--- src/opc_pkg.sv ---
`default_nettype none

package opc_pkg;

  // Bus widths.
  localparam int addr_w = 12;
  localparam int data_w = 8;

  // Instruction register holds the opcode nibble.
  localparam int ir_w = 4;
  localparam int op_w = 3;

  // Direct-mode bit inside the opcode nibble.
  localparam int mode_bit = 3;

  // Byte 0 field positions.
  localparam int opc_lsb = 4;
  localparam int ahi_msb = addr_w - data_w - 1;

  typedef enum logic [1:0] {
    fetch0 = 2'b00,
    fetch1 = 2'b01,
    rdmem  = 2'b10,
    exec   = 2'b11
  } opc_state_t;

  localparam logic [op_w-1:0] op_and = 3'd0;
  localparam logic [op_w-1:0] op_lda = 3'd1;
  localparam logic [op_w-1:0] op_sta = 3'd2;
  localparam logic [op_w-1:0] op_add = 3'd3;
  localparam logic [op_w-1:0] op_not = 3'd4;
  localparam logic [op_w-1:0] op_jpc = 3'd5;
  localparam logic [op_w-1:0] op_jpz = 3'd6;
  localparam logic [op_w-1:0] op_jp  = 3'd7;

endpackage

`default_nettype wire
--- src/opc_mem_if.sv ---
`timescale 1ns/10ps
`default_nettype none

interface opc_mem_if;
  import opc_pkg::*;

  logic [addr_w-1:0] addr;
  logic [data_w-1:0] wdata;
  logic [data_w-1:0] rdata;
  logic              we;    // Write strobe.
  logic              rd;    // Master samples rdata this cycle.

  modport master (
    output addr,
    output wdata,
    output we,
    output rd,
    input  rdata
  );

  modport mem (
    input  addr,
    input  wdata,
    input  we,
    input  rd,
    output rdata
  );

endinterface

`default_nettype wire

--- src/opc_host_port.sv ---
`timescale 1ns/10ps
`default_nettype none

module opc_host_port (
  input  logic                        clk,
  input  logic                        reset_b,
  input  logic                        run,
  input  logic                        host_req,
  input  logic                        host_write,
  input  logic [opc_pkg::addr_w-1:0]  host_addr,
  input  logic [opc_pkg::data_w-1:0]  host_wdata,
  output logic                        host_ack,
  output logic [opc_pkg::data_w-1:0]  host_rdata,
  output logic                        hold,
  input  logic                        boundary,
  opc_mem_if.mem                      cpu,
  opc_mem_if.master                   mem
);

  typedef enum logic [1:0] {
    hs_idle   = 2'b00,
    hs_wait   = 2'b01,
    hs_access = 2'b10,
    hs_ack    = 2'b11
  } hs_state_t;

  hs_state_t hs_q;
  logic      host_sel;

  always_ff @(posedge clk or negedge reset_b)
  begin
    if (!reset_b)
    begin
      hs_q <= hs_idle;
    end
    else
    begin
      case (hs_q)
        hs_idle:
        begin
          if (host_req)
          begin
            hs_q <= hs_wait;
          end
        end
        hs_wait:
        begin
          if (boundary)
          begin
            hs_q <= hs_access; // Core is parked in fetch0.
          end
        end
        hs_access:
        begin
          hs_q <= hs_ack;
        end
        default:
        begin
          if (!host_req)
          begin
            hs_q <= hs_idle;
          end
        end
      endcase
    end
  end

  assign host_ack = (hs_q == hs_ack);
  assign host_sel = (hs_q == hs_access);

  // Stall from the request until the handshake closes.
  assign hold = !run || host_req || (hs_q != hs_idle);

  assign mem.addr  = host_sel ? host_addr  : cpu.addr;
  assign mem.wdata = host_sel ? host_wdata : cpu.wdata;
  assign mem.we    = host_sel ? host_write : cpu.we;
  assign mem.rd    = host_sel ? !host_write : cpu.rd;
  assign cpu.rdata = mem.rdata;

  always_ff @(posedge clk or negedge reset_b)
  begin
    if (!reset_b)
    begin
      host_rdata <= '0;
    end
    else if (host_sel && !host_write)
    begin
      host_rdata <= mem.rdata; // Held until the next read.
    end
  end

endmodule

`default_nettype wire

--- src/flat_wrapper.sv ---
// flat-port wrapper written by rule: the top's interface ports become plain ports
module opc_host_port_flat 
  (clk, reset_b, run, host_req, host_write, host_addr, host_wdata, host_ack, host_rdata, hold, boundary, cpu_addr, cpu_wdata, cpu_we, cpu_rd, cpu_rdata, mem_addr, mem_wdata, mem_we, mem_rd, mem_rdata);
  opc_mem_if cpu_i ();
  opc_mem_if mem_i ();
  input  logic clk;
  input  logic reset_b;
  input  logic run;
  input  logic host_req;
  input  logic host_write;
  input  logic [opc_pkg::addr_w-1:0] host_addr;
  input  logic [opc_pkg::data_w-1:0] host_wdata;
  output logic host_ack;
  output logic [opc_pkg::data_w-1:0] host_rdata;
  output logic hold;
  input  logic boundary;
  input wire logic [$bits(cpu_i.addr)-1:0] cpu_addr;
  input wire logic [$bits(cpu_i.wdata)-1:0] cpu_wdata;
  input wire logic [$bits(cpu_i.we)-1:0] cpu_we;
  input wire logic [$bits(cpu_i.rd)-1:0] cpu_rd;
  output wire logic [$bits(cpu_i.rdata)-1:0] cpu_rdata;
  output wire logic [$bits(mem_i.addr)-1:0] mem_addr;
  output wire logic [$bits(mem_i.wdata)-1:0] mem_wdata;
  output wire logic [$bits(mem_i.we)-1:0] mem_we;
  output wire logic [$bits(mem_i.rd)-1:0] mem_rd;
  input wire logic [$bits(mem_i.rdata)-1:0] mem_rdata;
  assign cpu_i.addr = cpu_addr;
  assign cpu_i.wdata = cpu_wdata;
  assign cpu_i.we = cpu_we;
  assign cpu_i.rd = cpu_rd;
  assign cpu_rdata = cpu_i.rdata;
  assign mem_addr = mem_i.addr;
  assign mem_wdata = mem_i.wdata;
  assign mem_we = mem_i.we;
  assign mem_rd = mem_i.rd;
  assign mem_i.rdata = mem_rdata;
  opc_host_port u_core (.clk(clk), .reset_b(reset_b), .run(run), .host_req(host_req), .host_write(host_write), .host_addr(host_addr), .host_wdata(host_wdata), .host_ack(host_ack), .host_rdata(host_rdata), .hold(hold), .boundary(boundary), .cpu(cpu_i), .mem(mem_i));
endmodule
--- config.mk ---
export PLATFORM = sky130hd
export DESIGN_NAME = opc_host_port_flat
export DESIGN_NICKNAME = d
export VERILOG_FILES = /design/src/opc_pkg.sv /design/src/opc_mem_if.sv /design/src/opc_host_port.sv /design/src/flat_wrapper.sv
export SDC_FILE = /design/constraint.sdc
export NUM_CORES = 1
export LEC_CHECK = 0
export ABC_AREA = 1
export ABC_CLOCK_PERIOD_IN_PS = 1770
export BUFFER_PORTS_ARGS = -buffer_cell sky130_fd_sc_hd__buf_2
export CORE_MARGIN = 10
export CORE_UTILIZATION = 33
export DETAILED_ROUTE_END_ITERATION = 12
export PLACE_DENSITY = 0.84
export SLEW_MARGIN = 40
export SYNTH_ARGS = -nofsm -noshare
export SYNTH_HDL_FRONTEND = slang
export SYNTH_SLANG_ARGS = --single-unit
--- constraint.sdc ---
create_clock -name clk -period 1.77 [get_ports clk]
set_input_delay 0.354 -clock clk [delete_from_list [all_inputs] [get_ports clk]]
set_output_delay 0.354 -clock clk [all_outputs]
set_load 0.01 [all_outputs]
# Word level (Yosys, flattened, before mapping)
# Index checks and enable logic that the tools add are counted.
# W data, S select, Z words.
[totals]
in_bits = 56
register_bits = 10
ramBits = 0
wordCells = 24
romBits = 0
mem_count = 0
latchBits = 0
[op_classes]
shifts = 0
n_reduce_logical = 8
muxes = 8
n_addsub = 0
multipliers = 0
eq_ne = 6
div = 0
n_lt_le_gt_ge = 0
bitwise_logic = 0
[op_table]
columns = ["op", "n"]
rows = [
  ["$mux W12", 1],
  ["$mux W8", 1],
  ["$mux W2", 3],
  ["$pmux W2 S3", 1],
  ["$eq A2 B2 Y1 const B", 2],
  ["$ne A2 B2 Y1 const B", 2],
  ["$ne A4 B1 Y1 const B", 1],
  ["$reduce_and A3 Y1", 1],
  ["$eq A2 B1 Y1 const B", 1],
  ["$logic_not A1 Y1", 2],
  ["$logic_not A2 Y1", 1],
  ["$logic_or A1 B1 Y1", 2],
  ["$mux W1", 2],
  ["$reduce_bool A2 Y1", 1],
  ["$logic_and A1 B1 Y1", 1],
]

# Depth between registers and ports, before layout
[depth]
word_depth = 3
ltp_mapped = 8
ltp_nobuf = 8

# Worst setup path after synthesis
# No wires, ideal clock.
[synth_path]
kind = "flip-flop to output port"
start = "reg u_core.hs_q[0]"
end = "out mem_we"
required_time_ns = 1.416
stages_incl_launch_ff = 8
path_slack_ns = 0.055
arrival_time_ns = 1.361
cell_sequence = "dfrtp_1 -> inv_1 -> ha_1 -> inv_2 -> or2_1 -> buf_2 -> buf_6 -> o21a_1"
[synth_via]
elab_chain_len = 2
[synth_lines]
columns = ["element", "line_no", "rtl"]
rows = [
  ["start: declaration", "opc_host_port.sv:27", "hs_state_t hs_q;"],
  ["start signal: assignment", "opc_host_port.sv:34", "hs_q <= hs_idle;"],
  ["start signal: assignment", "opc_host_port.sv:43", "hs_q <= hs_wait;"],
  ["start signal: assignment", "opc_host_port.sv:50", "hs_q <= hs_access;"],
  ["$eq A2 B2 Y1", "opc_host_port.sv:69", "assign host_sel = (hs_q == hs_access);"],
  ["$mux W1", "opc_host_port.sv:76", "assign mem.we = host_sel ? host_write : cpu.we;"],
  ["end: declaration", "flat_wrapper.sv:24", "output wire logic [$bits(mem_i.we)-1:0] mem_we;"],
]
# No other way between the ends.

# Final worst setup path
# Ends and elaborated chain as after synthesis.

==> results.rst <==
.. list-table::
   :header-rows: 1

   * - Metric
     - Value
   * - Worst-Skew Late Latency
     - 0.27 ns
   * - Power density of the placed cells
     - 1438 nW/µm²
   * - Grt peak-use layer
     - met2
   * - Average instance area after synthesis
     - 6.008 µm²
   * - First DRT Iteration DRCs
     - 38
   * - Synthesized cell area
     - 817.0 µm²
   * - Clock skew
     - 0.003587 ns
   * - Post-synth top flop
     - dfrtp_1
   * - Number of enable-type register cells in the synthesized netlist
     - 0
   * - Clock-pin slew reported for the worst setup and hold paths after clock tree synthesis
     - 0.07 ns
   * - Final Wtd Congestion
     - 0.8481
   * - Syn Nets
     - 196
   * - Dpl hpwl
     - 2814 µm
   * - Initial Util
     - 35.90%
   * - Share of the cycle needed by the critical path after routing
     - 99.14%
   * - Cell taking the most area after synthesis
     - nand2_1
   * - Kind of capture point of the worst setup path
     - output port
   * - Number of antenna violations at the first check in global routing
     - 0
   * - Aggregate global-route resource usage
     - 12.74%
   * - Number of global-route vias before repair
     - 1177
   * - Unique cell type count in the Yosys netlist
     - 15
   * - Sequential area share after synthesis
     - 30.63%
   * - Via-to-Cell Ratio
     - 4.297
   * - Total negative slack
     - 0 ns
   * - Data arrival, critical path
     - 1.40 ns
   * - Cell depth of the worst hold path
     - 3
   * - Core region area
     - 2276 µm²
   * - Top cells by area in the synthesized netlist
     - nand2_1, dfrtp_1, buf_4
   * - Maximum clock rate
     - 0.5699 GHz
   * - Final global-route overflow total
     - 0
   * - Area grow syn2layout
     - 71.06%
   * - Maximum ir drop on the vdd rail
     - 756.0 µV
   * - Worst min-delay path category
     - in -> reg
   * - Max clock buf depth
     - 2
   * - DRC
     - 0
   * - Final count of pins violating max slew
     - 0
   * - Pin count of the biggest net entering global routing
     - 24
   * - Number of top-level pins
     - 96
   * - Critical Path Fanout Max
     - 4
   * - First-pass iteration count of the detailed router
     - 4
   * - Leakage power
     - 0.9292 nW
   * - Antenna Cells
     - 0
   * - Die boundary height
     - 69.76 µm
   * - Final Net Count
     - 292
   * - Start point of the worst min-delay path
     - mem_rdata[2]
   * - Filler instances
     - 218
   * - Clock tree from TritonCTS
     - yes
   * - Buffers added on ports
     - 95
   * - Fin util
     - 61.41%
   * - Setup violation total in the final timing report
     - 0
   * - Synth Instances
     - 136
   * - CTS buffer count
     - 3
   * - Number of vias in the routed layout
     - 1113
   * - GRT met3 Usage
     - 5.849%
   * - Clock sink count
     - 10
   * - Horizontal die dimension
     - 69.76 µm
   * - Share of Yosys cell area claimed by the top area cell type
     - 36.29%
   * - Die area
     - 4866 µm²
   * - R2r endpoint
     - u_core.host_rdata[3]
   * - Count of warnings emitted by yosys
     - 0
   * - First-pass GRT wire length
     - 5313 µm
   * - Result of the run
     - completed
   * - Met1 capacity usage during global routing
     - 11.61%
   * - Routing usage on met2
     - 23.48%
   * - Worst reg-to-reg setup slack
     - 0.33 ns
   * - Number of failing hold endpoints at the final stage
     - 0
   * - Maximum capacitance violations
     - 0
   * - Ratio of cells with drive above 1 in the final layout
     - 48.92%
   * - Worst-Margin Slew
     - 0.2179 ns
   * - Data required time of the critical path
     - 1.42 ns
   * - Total routed wirelength
     - 3312 µm
   * - Kind of critical path
     - reg -> out
   * - R2r startpoint
     - u_core.hs_q[0]
   * - Root Buffer Master
     - clkbuf_4
   * - R2R cell count
     - 8
   * - H-tree levels
     - 1
   * - WHS Endpoint
     - u_core.host_rdata[2]
   * - Seq cells post-synth
     - 10
   * - Worst setup path start
     - u_core.hs_q[0]
   * - Site row count
     - 17
   * - Number of nets with antenna violations after detailed routing
     - 0
   * - Setup repair after global routing missed its margin
     - yes
   * - Slew HR
     - 85.47%
   * - Critical path startpoint category
     - flip-flop
   * - Mean routed wirelength per cell
     - 12.79 µm
   * - Crit path time final
     - 1.755 ns
   * - Ys async rst share
     - 100.0%
==> final cells by class <==
cell class,instances,area (µm²),area share [%]
Timing Repair Buffer,105,570.5,40.82
Multi-Input combinational cell,98,450.4,32.23
Sequential cell,10,250.2,17.91
Inverter,14,55.05,3.939
Clock buffer,4,36.28,2.596
Tap cell,28,35.03,2.507
==> per-stage QoR <==
stage / std cells / power (mW) / instance area, µm² / worst slack (ns) / hold WS [ns]
after floorplan: 136 / 1.138 / 817.0 / 0.05472 / 0.05841
after global placement: 248 / 1.607 / 1259 / 0.1874 / 0.2189
after detailed placement: 248 / 1.622 / 1259 / 0.1596 / 0.2265
after CTS: 257 / 1.964 / 1360 / -0.008332 / 0.3125
after global routing: 259 / 2.242 / 1398 / -0.07162 / 0.3172
final: 259 / 2.010 / 1398 / 0.01521 / 0.3243
==> how the worst max path moves through the flow <==
stage,to,slack [ns],cells after the start
2_1_floorplan,mem_we,0.05,7
3_3_place_gp,mem_addr[4],0.19,7
3_5_place_dp,mem_addr[1],0.16,7
4_1_cts,mem_we,-0.008,6
5_1_grt,mem_we,-0.07,6
6_report,mem_we,0.02,6
==> routing by layer <==
metal,vias up,share of wire (%)
met5,-,0
met4,0,3.1
met3,12,9.5
met2,54,54
met1,459,34
li1,588,-
==> synth_stat cells (2+ instances only) <==
library cell	n
nand2_1	79
inv_1	13
dfrtp_1	10
buf_4	8
o21ai_1	8
clkbuf_1	4
ha_1	4
nand3_1	2
nor2_1	2
==> timing repair <==
action / in CTS / in global routing
hold endpoints to repair: 10 / 0
hold buffers: 1 / 0
endpoints found under the setup margin: 22 / 23
gates resized for setup: 7 / 5
setup buffers: 4 / 2
pin swaps: 2 / 1
==> cells by family (layout without fill, tap and decap cells) <==
family | Yosys count | count (layout) | synth area share [%]
AO/OA/AOI/OAI | 10 | 10 | 6.432
adder cells (fa/ha/maj) | 4 | 4 | 6.126
buffers and inverters | 28 | 123 | 17.61
flip-flops | 10 | 10 | 30.63
AND/OR/NAND/NOR | 84 | 84 | 39.20
==> power breakdown <==
part	internal [mW]	leakage, nW	switching [mW]
clock network	0.125	0.0210	0.0802
logic	0.630	0.784	0.775
registers	0.338	0.124	0.0618
==> cell usage in the layout, fill, tap and decap left out <==
cell type      instances
buf_4                  7
inv_2                  1
buf_6                  2
o21a_1                 1
clkbuf_8               1
buf_8                  1
o21ai_0                1
nand2_1               79
dfrtp_1               10
inv_1                 12
o21ai_1                8
or2_4                  1
dlygate4sd3_1          1
clkbuf_4               3
nor2_1                 2
buf_2                 94
nand3_1                2
ha_1                   2
ha_4                   2
inv_4                  1
==> flip-flops by register name, summed over array words and instances, names as in the netlist <==
register / count
u_core.host_rdata: 8
u_core.hs_q: 2
==> critical path, cell delays in order, from the launching register on <==
cell	delay [ns]
dfrtp_1	0.39
inv_2	0.08
ha_4	0.15
inv_4	0.05
or2_4	0.23
o21a_1	0.10
buf_2	0.13
Note: power is estimated with default switching activity, not from simulation.
