$ cat config.mk
export PLATFORM = sky130hd
export DESIGN_NAME = opc_cpu_flat
export DESIGN_NICKNAME = d
export VERILOG_FILES = /design/src/opc_pkg.sv /design/src/opc_mem_if.sv /design/src/opc_cpu.sv /design/src/flat_wrapper.sv
export SDC_FILE = /design/constraint.sdc
export NUM_CORES = 1
export LEC_CHECK = 0
export BUFFER_PORTS_ARGS = -buffer_cell sky130_fd_sc_hd__buf_2
export CAP_MARGIN = 20
export CELL_PAD_IN_SITES_DETAIL_PLACEMENT = 2
export CELL_PAD_IN_SITES_GLOBAL_PLACEMENT = 2
export CORE_AREA = 2 2 79 111
export DETAILED_ROUTE_END_ITERATION = 8
export DIE_AREA = 0 0 81 113
export GPL_TIMING_DRIVEN = 0
export PLACE_DENSITY_LB_ADDON = 0.1
export REMOVE_ABC_BUFFERS = 1
export SLEW_MARGIN = 25
export SYNTH_ARGS = -nofsm -noshare
export SYNTH_HDL_FRONTEND = slang
export SYNTH_SLANG_ARGS = --single-unit
export TNS_END_PERCENT = 10
$ cat constraint.sdc
create_clock -name clk -period 2.06 [get_ports clk]
set_input_delay 0.309 -clock clk [delete_from_list [all_inputs] [get_ports clk]]
set_output_delay 0.309 -clock clk [all_outputs]
set_load 0.05 [all_outputs]
$ cat src/opc_pkg.sv
`default_nettype none

package opc_pkg;

  // Bus widths.
  localparam int addr_w = 12;
  localparam int data_w = 8;

  // Instruction register holds the opcode nibble.
  localparam int ir_w = 4;
  localparam int op_w = 3;

  // Direct-mode bit inside the opcode nibble.
  localparam int mode_bit = 3;

  // Byte 0 field positions.
  localparam int opc_lsb = 4;
  localparam int ahi_msb = addr_w - data_w - 1;

  typedef enum logic [1:0] {
    fetch0 = 2'b00,
    fetch1 = 2'b01,
    rdmem  = 2'b10,
    exec   = 2'b11
  } opc_state_t;

  localparam logic [op_w-1:0] op_and = 3'd0;
  localparam logic [op_w-1:0] op_lda = 3'd1;
  localparam logic [op_w-1:0] op_sta = 3'd2;
  localparam logic [op_w-1:0] op_add = 3'd3;
  localparam logic [op_w-1:0] op_not = 3'd4;
  localparam logic [op_w-1:0] op_jpc = 3'd5;
  localparam logic [op_w-1:0] op_jpz = 3'd6;
  localparam logic [op_w-1:0] op_jp  = 3'd7;

endpackage

`default_nettype wire
$ cat src/opc_mem_if.sv
`timescale 1ns/10ps
`default_nettype none

interface opc_mem_if;
  import opc_pkg::*;

  logic [addr_w-1:0] addr;
  logic [data_w-1:0] wdata;
  logic [data_w-1:0] rdata;
  logic              we;    // Write strobe.
  logic              rd;    // Master samples rdata this cycle.

  modport master (
    output addr,
    output wdata,
    output we,
    output rd,
    input  rdata
  );

  modport mem (
    input  addr,
    input  wdata,
    input  we,
    input  rd,
    output rdata
  );

endinterface

`default_nettype wire

$ cat src/opc_cpu.sv
`timescale 1ns/10ps
`default_nettype none

module opc_cpu (
  input  logic     clk,
  input  logic     reset_b,
  input  logic     hold,
  output logic     boundary,
  opc_mem_if.master bus
);
  import opc_pkg::*;

  opc_state_t        state_q;
  logic [ir_w-1:0]   ir_q;
  logic [addr_w-1:0] or_q;
  logic [addr_w-1:0] pc_q;
  logic [data_w-1:0] acc_q;
  logic              c_q;

  logic [op_w-1:0]   op;
  logic              has_operand;
  logic              direct;
  logic              run_fetch;
  logic              writeback;
  logic [data_w:0]   sum;

  assign op          = ir_q[op_w-1:0];
  assign has_operand = (op == op_and) || (op == op_lda) ||
                       (op == op_add) || (op == op_not);
  assign direct      = ir_q[mode_bit] && has_operand; // STA and jumps never read memory.

  assign run_fetch = (state_q == fetch0) && !hold;
  assign writeback = (state_q == exec) && (op == op_sta);
  assign boundary  = (state_q == fetch0) && hold;

  assign bus.addr  = (writeback || state_q == rdmem) ? or_q : pc_q;
  assign bus.wdata = acc_q;
  assign bus.we    = writeback;
  assign bus.rd    = run_fetch || (state_q == fetch1) || (state_q == rdmem);

  assign sum = {1'b0, acc_q} + {1'b0, or_q[data_w-1:0]} + {{data_w{1'b0}}, c_q};

  always_ff @(posedge clk or negedge reset_b)
  begin
    if (!reset_b)
    begin
      state_q <= fetch0;
    end
    else
    begin
      case (state_q)
        fetch0:
        begin
          if (!hold)
          begin
            state_q <= fetch1;
          end
        end
        fetch1:  state_q <= direct ? rdmem : exec;
        rdmem:   state_q <= exec;
        default: state_q <= fetch0;
      endcase
    end
  end

  // Instruction and operand registers.
  always_ff @(posedge clk)
  begin
    if (run_fetch)
    begin
      ir_q               <= bus.rdata[data_w-1:opc_lsb];
      or_q[addr_w-1:data_w] <= bus.rdata[ahi_msb:0];
    end
    if (state_q == fetch1 || state_q == rdmem)
    begin
      or_q[data_w-1:0] <= bus.rdata; // Memory operand replaces the low byte.
    end
  end

  always_ff @(posedge clk or negedge reset_b)
  begin
    if (!reset_b)
    begin
      acc_q <= '0;
      c_q   <= 1'b0;
    end
    else if (state_q == exec)
    begin
      case (op)
        op_and:
        begin
          acc_q <= acc_q & or_q[data_w-1:0];
          c_q   <= 1'b0;
        end
        op_lda:  acc_q <= or_q[data_w-1:0];
        op_not:  acc_q <= ~or_q[data_w-1:0];
        op_add:  {c_q, acc_q} <= sum;
        default: ;
      endcase
    end
  end

  always_ff @(posedge clk or negedge reset_b)
  begin
    if (!reset_b)
    begin
      pc_q <= '0;
    end
    else if (run_fetch || state_q == fetch1)
    begin
      pc_q <= pc_q + 1'b1;
    end
    else if (state_q == exec)
    begin
      case (op)
        op_jp:
        begin
          pc_q <= or_q;
        end
        op_jpc:
        begin
          if (c_q)
          begin
            pc_q <= or_q;
          end
        end
        op_jpz:
        begin
          if (acc_q == '0)
          begin
            pc_q <= or_q;
          end
        end
        default: ;
      endcase
    end
  end

endmodule

`default_nettype wire

$ cat src/flat_wrapper.sv
// flat-port wrapper written by rule: the top's interface ports become plain ports
module opc_cpu_flat import opc_pkg::*;
  (clk, reset_b, hold, boundary, bus_addr, bus_wdata, bus_we, bus_rd, bus_rdata);
  opc_mem_if bus_i ();
  input  logic clk;
  input  logic reset_b;
  input  logic hold;
  output logic boundary;
  output wire logic [$bits(bus_i.addr)-1:0] bus_addr;
  output wire logic [$bits(bus_i.wdata)-1:0] bus_wdata;
  output wire logic [$bits(bus_i.we)-1:0] bus_we;
  output wire logic [$bits(bus_i.rd)-1:0] bus_rd;
  input wire logic [$bits(bus_i.rdata)-1:0] bus_rdata;
  assign bus_addr = bus_i.addr;
  assign bus_wdata = bus_i.wdata;
  assign bus_we = bus_i.we;
  assign bus_rd = bus_i.rd;
  assign bus_i.rdata = bus_rdata;
  opc_cpu u_core (.clk(clk), .reset_b(reset_b), .hold(hold), .boundary(boundary), .bus(bus_i));
endmodule
== Yosys cells after proc, flatten, opt, wreduce, memory -nomap -nowiden ==
Index checks and enable logic that the tools add are counted.

* Bitwise operators: 2
* Divide/modulo/power cells: 0
* $mul: 0
* Shifts and indexed selects: 0
* Multiplexer cells: 11
* Add/subtract/negate cells: 3
* Reduce and logical (&&, ||, !) cells: 22
* Equal/unequal tests: 13
* Order comparisons: 0

{| class="wikitable"
|+ Operators with widths
! cell !! count
|-
| 12-bit two-way mux || 5
|-
| 12-bit one-hot mux with 3 select lines || 1
|-
| 8-bit one-hot mux with 4 select lines || 1
|-
| 12-bit by 1-bit adder with 12-bit output (second input constant) || 1
|-
| 3-bit == test (second input constant) || 4
|-
| 8-bit by 8-bit adder with 9-bit output || 1
|-
| 9-bit by 1-bit adder with 9-bit output || 1
|-
| 8-bit AND || 1
|-
| 8-bit logical NOT || 1
|-
| 8-bit inverter || 1
|-
| 4-bit nonzero test || 2
|-
| 1-bit logical OR || 7
|-
| 3-bit by 2-bit == test with 1-bit output (second input constant) || 2
|-
| 3-bit by 1-bit inequality test with 1-bit output (second input constant) || 2
|-
| 2-bit one-hot mux with 3 select lines || 1
|-
| 2-bit == test (second input constant) || 2
|-
| 1-bit logical AND || 4
|-
| 2-bit AND reduction || 2
|-
| 4-bit AND reduction || 1
|-
| 2-bit nonzero test || 2
|-
| 3-bit by 1-bit == test with 1-bit output (second input constant) || 1
|-
| 3-bit logical NOT || 1
|-
| 2-bit by 1-bit == test with 1-bit output (second input constant) || 1
|-
| 2-bit logical NOT || 1
|-
| other kinds (5) || 5
|}

* Input port bits: 11
* Register bits: 39
* ROM bits: 0
* Output and inout port bits: 23
* Bits in latches: 0
* Memories: 0
* RAM bits: 0

== Depth between registers and ports, before layout ==
Gate-level depths: netlist of run 1.

* Word-level depth: 7
* Gate-level depth with buffers: 9

== Worst setup path before layout of run 1 ==
OpenSTA, ideal clock, no wires.

* Kind: register to output
* From: reg u_core.ir_q[2]
* To: out bus_addr[10]
* Arrival: 2.304 ns
* Cell stages (with the launch flop): 8
* Slack: -0.553 ns
* Path buffers: 2
* Cell sequence: edfxtp_1 bufbuf_16 nor2b_1 nand2_1 nor2_1 nor2_1 buf_2 mux2_2

* Cells in the longest elaborated chain, start to end: 4

{| class="wikitable"
|+ RTL lines
! item !! line !! RTL
|-
| start, declared || opc_cpu.sv:14 || <nowiki>logic [ir_w-1:0] ir_q;</nowiki>
|-
| start signal, assigned || opc_cpu.sv:71 || <nowiki>ir_q <= bus.rdata[data_w-1:opc_lsb];</nowiki>
|-
| 3-bit by 2-bit == test with 1-bit output || opc_cpu.sv:33 || <nowiki>assign writeback = (state_q == exec) && (op == op_sta);</nowiki>
|-
| 1-bit logical AND || opc_cpu.sv:33 ||
|-
| net bus_we || flat_wrapper.sv:11 || <nowiki>output wire logic [$bits(bus_i.we)-1:0] bus_we;</nowiki>
|-
| 1-bit logical OR || opc_cpu.sv:36 || <nowiki>assign bus.addr = (writeback || state_q == rdmem) ? or_q : pc_q;</nowiki>
|-
| 12-bit two-way mux || opc_cpu.sv:36 ||
|-
| end, declared || flat_wrapper.sv:9 || <nowiki>output wire logic [$bits(bus_i.addr)-1:0] bus_addr;</nowiki>
|}

The timed path passes the listed nets, and every way through them passes these cells.

== Worst setup path in the final report of run 1 ==
* From: reg u_core.state_q[0]
* To: out bus_addr[4]

* Cells in the longest elaborated chain, start to end: 4
* Elaborated cells between the ends (all ways): 5

{| class="wikitable"
|+ RTL lines
! item !! line !! RTL
|-
| start, declared || opc_cpu.sv:13 || <nowiki>opc_state_t state_q;</nowiki>
|-
| start signal, assigned || opc_cpu.sv:47 || <nowiki>state_q <= fetch0;</nowiki>
|-
| start signal, assigned || opc_cpu.sv:56 || <nowiki>state_q <= fetch1;</nowiki>
|-
| start signal, assigned || opc_cpu.sv:59 || <nowiki>fetch1: state_q <= direct ? rdmem : exec;</nowiki>
|-
| 2-bit == test || opc_cpu.sv:33 ||
|-
| 1-bit logical AND || opc_cpu.sv:33 ||
|-
| 1-bit logical OR * || opc_cpu.sv:36 ||
|-
| 12-bit two-way mux * || opc_cpu.sv:36 ||
|}

Mark *: on every way between the ends. The rest lies on a longest branch, timed or not.

==> results_dict.tcl, run 1 <==
set metrics [dict create \
    grt_util_met3_pct 3.83 \
    ant_nets 0 \
    final_cells 417 \
    multiInputGateArea_sq_um 1640 \
    max_freq_ghz 0.436 \
    seq_area_sq_um 1060 \
    yosysTopAreaCell "dfrtp_1" \
    areaGrowthSynthToFinish_pct 30.9 \
    vias_per_cell 5.66 \
    status "finished, violations left" \
    yosys_warnings 0 \
    cp.required_ns 1.75 \
    track_usage_pct 23.0 \
    final_util_pct 42.8 \
    cts_buffer_depth 2 \
    reg2regPathDepth 5 \
    reg2reg_from "u_core.ir_q[2]" \
    drtIter0Drc 56 \
    rsz0062_at_grt "yes" \
    coreArea_sq_um 8100 \
    ios 34 \
    slew_viol_final 0 \
    globalRouteMet2Util_pct 41.3 \
    cts_buffers 5 \
    critical_path_class "reg -> out" \
    globalplace.congestion 0.768 \
    cts-root-buf "clkbuf_16" \
    drc 0 \
    clock_skew_ns 0.00552 \
    dr_total_vias 2361 \
    clock_latency_ns 0.29 \
    synth_edf_count 16 \
    clkTransAtPathRegs_ns 0.06 \
    num-nets-final 342 \
    relSlewSlack_pct 57.2 \
    initial_utilization_pct 32.7 \
    drive_gt1_share_pct 35.9 \
    cts_tree "done" \
    crit_arrival_ns 1.98 \
    grt_first_pass_wirelength_mm 15.4 \
    die_area_sq_um 9150 \
    htree_levels 2 \
    crit_path_start_kind "flip-flop" \
    tightest_slew_ns 0.642 \
    rows 39 \
    die_width_um 81 \
    antenna_found_initial 0 \
    endpoint_kind "output port" \
    final_common_cell "nand2_1" \
    finalHoldViolations 0 \
    r2r_end "u_core.pc_q[3]" \
    violations "negative setup slack" \
    synthDistinctLibCells 61 \
    die_y_um 113 \
    synth_top_area_share_pct 21.7 \
    grt_max_degree 24 \
    setup_ws_ns -0.232 \
    syn_area_sq_um 2650 \
    io_buffers 33 \
    dr.pass1.iters 4 \
    ys_top_cells_by_area "dfrtp_1 22%, edfxtp_1 18%, ha_1 6.6%" \
    min_period_ns 2.29 \
    cts.sinks 39 \
    setup_viol_count_final 29 \
    path_max_fanout 6 \
    ys_seq_area_share_pct 39.9 \
    layout_common_cells "24 x nand2_1, 21 x buf_4, 21 x dfrtp_1" \
    use_met1_pct 25.5 \
    avgSynthCellArea_sq_um 9.99 \
    n_antenna_cell 0 \
    finalCritPeriodShare_pct 111 \
    maxCapViolCount 0 \
    grt_pass1_vias 2695 \
    wire_per_inst_um 23.0 \
    synth_ff_type "dfrtp_1" \
    top_usage_layer "met2" \
    ys_ff_latch 39 \
    async_flop_share_pct 59.0 \
    dp_hpwl_mm 6.23 \
    syn_inst 265 \
    grt_overflow 0 \
    routed_wl_mm 9.59 \
    numPlacedInstances 389 \
    nFillCells 885 \
    reg2reg_slack_ns -0.21 \
    holdBufCountCts 0 \
    hold_class "in -> async" \
]
==> sequential cells by signal (all words and copies together), names as in the netlist <==
signal            count
u_core.or_q          12
u_core.pc_q          12
u_core.bus.wdata      8
u_core.ir_q           4
u_core.state_q        2
u_core.c_q            1
==> cell usage after synthesis, types with 3 or more instances <==
library cell  count
a211oi_1         14
a21o_1            4
a21oi_1          16
and2_1            3
and3_1            4
clkbuf_1          6
dfrtp_1          23
edfxtp_1         16
ha_1             14
inv_1            12
mux2_2           14
nand2_1          25
nand2b_1          3
nand3_1           6
nor2_1           23
nor2b_1           4
o21ai_0          13
o31ai_1           3
or3_1             3
==> per-stage QoR <==
step | cell area, sq um | hold WS, ns | TNS (ns) | setup WS [ns]
2_1_floorplan | 2550 | 0.0134 | -11.57 | -0.847
3_3_place_gp | 2850 | 0.382 | -20.93 | -1.23
3_5_place_dp | 2850 | 0.376 | -17.67 | -0.902
4_1_cts | 3460 | 0.0543 | -5.83 | -0.302
5_1_grt | 3460 | 0.0732 | -6.62 | -0.275
6_report | 3460 | 0.0350 | -4.79 | -0.232
==> timing repair <==
item | CTS | global route
gates cloned | 1 | 0
buffers inserted | 20 | 2
setup endpoints to repair | 35 | 34
pin swaps | 7 | 7
gates resized for setup | 83 | 13
==> kinds of logic after synthesis <==
logic type	after synthesis	synth area share (%)
adder cells (fa/ha/maj)	16	8.13
XOR/XNOR	2	0.662
flip-flops	39	39.9
multiplexers	16	6.71
AO/OA/AOI/OAI	80	22.0
buffers and inverters	23	5.20
AND/OR/NAND/NOR	89	17.4
==> worst max-delay path by stage <==
stage / endpoint / cells past startpoint / from
3_3_place_gp: bus_addr[5] / 7 / u_core.state_q[0]
5_1_grt: bus_addr[4] / 8 / u_core.state_q[0]
3_5_place_dp: bus_addr[5] / 7 / u_core.state_q[0]
2_1_floorplan: bus_addr[0] / 6 / u_core.state_q[0]
4_1_cts: bus_addr[5] / 9 / u_core.state_q[1]
6_report: bus_addr[4] / 8 / u_core.state_q[0]
==> routing by layer <==
metal / up-vias / wire length (um)
met5: - / 0
met4: 0 / 356
met3: 21 / 210
met2: 38 / 5340
met1: 1210 / 3680
li1: 1092 / -
==> area by class of cell <==
class,instances,area share (%)
timing repair buffer,54,13.3
clock inverter,2,0.253
multi-input combinational,203,47.3
sequential,39,30.6
tap,102,3.68
inverter,12,1.30
clock buffer,5,3.61
==> worst max-delay path: stages (launching register included) <==
cell	delay, ns
dfrtp_2	0.44
ha_4	0.18
nor2b_4	0.13
nand2_4	0.10
nor2_4	0.05
nor2_4	0.12
buf_6	0.17
mux2_4	0.33
buf_8	0.15
Power of run 1 is not shown: default switching activity piles up to over one toggle a cycle in this logic, so the estimate is an artifact.
==> run 2, diff against run 1 <==
clock period = 2.1 ns   (was 2.06 ns; I/O delays follow)
==> run 2 against run 1 <==
The flow still finishes with violations (negative setup slack). Highest routed layer unchanged. Final area shrank 0.14%. Global-route usage about the same. Flip-flop and latch count stayed put. Critical endpoint unchanged.
==> results_dict.tcl, run 2 (synthesized netlist as in run 1, its figures left out) <==
set metrics [dict create \
    crit_path_start_kind "flip-flop" \
    initial_utilization_pct 32.7 \
    cts.sinks 39 \
    hold_class "in -> async" \
    grt_max_degree 24 \
    finalCritPeriodShare_pct 109 \
    drtIter0Drc 76 \
    grt_overflow 0 \
    wire_per_inst_um 23.2 \
    routed_wl_mm 9.66 \
    areaGrowthSynthToFinish_pct 30.7 \
    coreArea_sq_um 8100 \
    r2r_end "u_core.pc_q[11]" \
    relSlewSlack_pct 57.2 \
    max_freq_ghz 0.436 \
    clock_latency_ns 0.30 \
    holdBufCountCts 0 \
    die_y_um 113 \
    grt_pass1_vias 2667 \
    rsz0062_at_grt "yes" \
    htree_levels 2 \
    status "finished, violations left" \
    nFillCells 875 \
    final_common_cell "nand2_1" \
    cts_tree "done" \
    multiInputGateArea_sq_um 1640 \
    min_period_ns 2.29 \
    antenna_found_initial 0 \
    die_area_sq_um 9150 \
    finalHoldViolations 0 \
    maxCapViolCount 0 \
    clock_skew_ns 0.00651 \
    die_width_um 81 \
    globalplace.congestion 0.768 \
    drive_gt1_share_pct 35.9 \
    path_max_fanout 6 \
    dp_hpwl_mm 6.23 \
    cts_buffers 5 \
    ant_nets 0 \
    reg2reg_from "u_core.ir_q[2]" \
    numPlacedInstances 389 \
    track_usage_pct 23.0 \
    rows 39 \
    num-nets-final 342 \
    reg2reg_slack_ns -0.17 \
    dr.pass1.iters 4 \
    drc 0 \
    n_antenna_cell 0 \
    place_ws_ns -0.868 \
    slew_viol_final 0 \
    reg2regPathDepth 6 \
    seq_area_sq_um 1060 \
    clkTransAtPathRegs_ns 0.06 \
    setup_viol_count_final 28 \
    violations "negative setup slack" \
    layout_common_cells "24 x nand2_1, 21 x dfrtp_1, 20 x nor2_1, 20 x buf_2, 19 x buf_4" \
    setup_ws_ns -0.193 \
    cts_buffer_depth 2 \
    crit_arrival_ns 1.98 \
    grt_first_pass_wirelength_mm 15.4 \
    endpoint_kind "output port" \
    final_cells 417 \
    io_buffers 33 \
    final_util_pct 42.7 \
    fin_setup_tns_ns -3.58 \
    ios 34 \
    cts-root-buf "clkbuf_16" \
    dr_total_vias 2368 \
    cp.required_ns 1.78 \
    critical_path_class "reg -> out" \
    tightest_slew_ns 0.642 \
    vias_per_cell 5.68 \
]
## run 2: cell types whose count changed in the layout (fill, tap and decap cells not counted)
| cell | change |
|---|---|
| buf_2 | +2 |
| buf_4 | -2 |
## run 2: metrics by stage
stage	area (sq um)	hold WS, ns
after floorplan	2550	0.0194
after global placement	2850	0.388
after detailed placement	2850	0.382
after CTS	3450	0.0603
after global routing	3460	0.0754
final	3460	0.0406
## run 2: critical path, stage by stage, from the launching register on
cell	delay [ns]
dfrtp_2	0.43
ha_4	0.18
nor2b_4	0.13
nand2_4	0.10
nor2_4	0.05
nor2_4	0.12
buf_6	0.17
mux2_4	0.33
buf_8	0.15
## run 2: how the worst max path moves through the flow
| stage | from | end | slack (ns) | cells past startpoint |
|---|---|---|---|---|
| finish | u_core.state_q[0] | bus_addr[4] | -0.19 | 8 |
| detailed placement | u_core.state_q[0] | bus_addr[5] | -0.87 | 7 |
| CTS | u_core.state_q[1] | bus_addr[5] | -0.27 | 9 |
| floorplan | u_core.state_q[0] | bus_addr[0] | -0.81 | 6 |
| global route | u_core.state_q[0] | bus_addr[4] | -0.24 | 8 |
| global placement | u_core.state_q[0] | bus_addr[5] | -1.20 | 7 |
## run 2: cell type report
| class | count | area share [%] |
|---|---|---|
| well taps | 102 | 3.69 |
| repair buffers | 54 | 13.2 |
| multi-input cells | 203 | 47.3 |
| flip-flops and latches | 39 | 30.6 |
| clock buffers | 5 | 3.62 |
| clock inverters | 2 | 0.253 |
| inverters | 12 | 1.30 |
## run 2: what timing repair did
item                                    CTS  global route
pin swaps                                 6             8
endpoints found under the setup margin   35            33
cloned                                    1             0
hold endpoints to repair                  0             0
buffers inserted                         20             2
resized for setup                        82            12
## run 2: layer usage
layer | routed length (um) | vias to the layer above | track usage (%)
li1 | - | 1091 | -
met1 | 3770 | 1212 | 26.0
met2 | 5320 | 44 | 40.8
met3 | 213 | 21 | 3.83
met4 | 357 | 0 | 11.8
met5 | 0 | - | 0
Power of run 2 is left out for the same reason.
==> run 3, diff against run 2 <==
ABC_AREA = 1   (was default)
CORE_AREA = 2 2 83 117   (was 2 2 79 111)
DIE_AREA = 0 0 85 119   (was 0 0 81 113)
==> run 3 against run 2 <==
The flow now finishes without violations. Area after synthesis rose by 0.38%. Via count is 12% higher. Non-clock buffer count is 12 lower. Critical path type unchanged. Global-route usage decreased by 3.2 points. Register-to-register slack better by 0.30 ns. Die area is 11% higher. Clock skew is 0.0028 ns higher. Final area down 4.2%. Hold slack worse by 0.0031 ns. Maximum frequency grew 11%.
==> results_dict.tcl, run 3 <==
set metrics [dict create \
    async_flop_share_pct 59.0 \
    cts-root-buf "clkbuf_16" \
    hold_class "in -> async" \
    use_met1_pct 21.9 \
    synth_ff_type "dfrtp_1" \
    synthAdderAreaFrac_pct 8.10 \
    dpl_cell_area_sq_um 2930 \
    routed_wl_mm 9.68 \
    drtIter0Drc 64 \
    final_cells 522 \
    crit_end "bus_addr[9]" \
    grt_util_met3_pct 2.63 \
    synth-simple-area-share_pct 30.4 \
    cp.required_ns 1.78 \
    critPathSlowestCell "dfrtp_1" \
    tightest_slew_ns 0.639 \
    synthTopCellsByCount "113 x nand2_1, 48 x inv_1, 39 x o21ai_0" \
    synth_top_area_share_pct 21.7 \
    yosys-mux-area-fraction_pct 0 \
    syn_inst 365 \
    layout_common_cells "111 x nand2_1, 44 x inv_1, 31 x o21ai_0" \
    cts_buffers 5 \
    vias_per_cell 5.09 \
    io_buffers 33 \
    dp_hpwl_mm 6.99 \
    cp.buffers_inverters 3 \
    die_width_um 85 \
    ys_ff_latch 39 \
    ant_nets 0 \
    yosysMostFrequentCell "nand2_1" \
    antenna_found_initial 0 \
    status "finished, final reports clean" \
    place_ws_ns -0.435 \
    wire_per_inst_um 18.6 \
    die_y_um 119 \
    n_antenna_cell 0 \
    htree_levels 2 \
    maxCapViolCount 0 \
    synth_top_family_by_area "simple AND/OR/NAND/NOR gates" \
    path_delay_family "buffers and inverters" \
    clkTransAtPathRegs_ns 0.07 \
    critical_path_class "reg -> out" \
    synth_xor_area_share_pct 0.659 \
    drive_gt1_share_pct 21.1 \
    syn_area_sq_um 2660 \
    rsz0062_at_grt "yes" \
    reg2reg_slack_ns 0.13 \
    min_period_ns 2.06 \
    max_stage_delay_ns 0.43 \
    path_cells "inv_2 > ha_4 > clkinvlp_4 > nand2_4 > o21ai_0 > buf_4" \
    cts_tree "done" \
    num-nets-final 438 \
    rows 42 \
    grt_overflow 0 \
    clock_latency_ns 0.29 \
    ios 34 \
    initial_utilization_pct 28.9 \
    crit_path_start_kind "flip-flop" \
    relSlewSlack_pct 57.4 \
    reg2reg_from "u_core.bus.wdata[0]" \
    grt_first_pass_wirelength_mm 15.4 \
    dr_total_vias 2659 \
    fin_area_sq_um 3310 \
    worst-path-stages 6 \
    areaGrowthSynthToFinish_pct 24.8 \
    globalplace.congestion 0.788 \
    numPlacedInstances 503 \
    cts_buffer_depth 2 \
    critPathLaunch "u_core.state_q[0]" \
    endpoint_kind "output port" \
    path_max_fanout 12 \
    yosysTopAreaCell "dfrtp_1" \
    clock_skew_ns 0.00930 \
    track_usage_pct 19.9 \
    die_area_sq_um 10100 \
    ys_top_cells_by_area "dfrtp_1 22%, edfxtp_1 18%, nand2_1 16%" \
    finalHoldViolations 0 \
    top_usage_layer "met2" \
    drc 0 \
    finalCritPeriodShare_pct 98.2 \
    reg2regPathDepth 12 \
    avgSynthCellArea_sq_um 7.28 \
    grt_pass1_vias 2909 \
    ys_seq_area_share_pct 39.8 \
    slew_viol_final 0 \
    max_freq_ghz 0.485 \
    synth_compound_area_share_pct 12.7 \
    grt_max_degree 24 \
    coreArea_sq_um 9200 \
    r2r_end "u_core.c_q" \
    cts.sinks 39 \
    dr.pass1.iters 4 \
    globalRouteMet2Util_pct 36.7 \
    yosys_warnings 0 \
    crit_arrival_ns 1.75 \
    synthDistinctLibCells 29 \
    final_common_cell "nand2_1" \
    setup_ws_ns 0.0383 \
    synth_edf_count 16 \
    setup_viol_count_final 0 \
]
run 3: layout make-up:
class | count | area, sq um
clock inverters | 3 | 20.0
well taps | 110 | 138
fillers | 1132 | 5880
repair buffers | 42 | 299
clock buffers | 5 | 125
flip-flops and latches | 39 | 1060
inverters | 52 | 211
multi-input cells | 271 | 1470
run 3: kinds of logic after synthesis:
family | Yosys count
xor+xnor | 2
buf+inv | 57
flops | 39
simple gates | 189
compound gates | 62
fa+ha+maj | 16
run 3: per-stage QoR:
step / hold WS (ns) / TNS, ns / utilization, %
floorplan: 0.0194 / -4.95 / -
global placement: 0.391 / -5.09 / 31.9
detailed placement: 0.389 / -6.08 / 31.9
CTS: 0.0723 / -0.0511 / 34.8
global route: 0.0805 / -0.536 / 36.0
finish: 0.0376 / 0 / 36.0
run 3: worst min path at each step:
stage               cells past startpoint                  end  slack, ns
floorplan                               0  u_core.bus.wdata[0]       0.02
global placement                        1       u_core.pc_q[5]       0.39
detailed placement                      1       u_core.pc_q[5]       0.39
CTS                                     1  u_core.bus.wdata[3]       0.07
global route                            1  u_core.bus.wdata[4]       0.08
finish                                  1  u_core.bus.wdata[3]       0.04
run 3: what timing repair did:
| action | in CTS | in global routing |
|---|---|---|
| resized for setup | 31 | 26 |
| pin swaps | 3 | 3 |
| setup endpoints to repair | 25 | 18 |
| buffers inserted | 3 | 6 |
| gates cloned | 2 | 0 |
| hold buffers | 0 | 0 |
run 3: per-layer routing:
metal	up-vias	wire length, um
met2	45	5210
met3	22	210
met5	-	0
met1	1315	3850
met4	0	409
li1	1277	-
Power of run 3 is left out for the same reason.
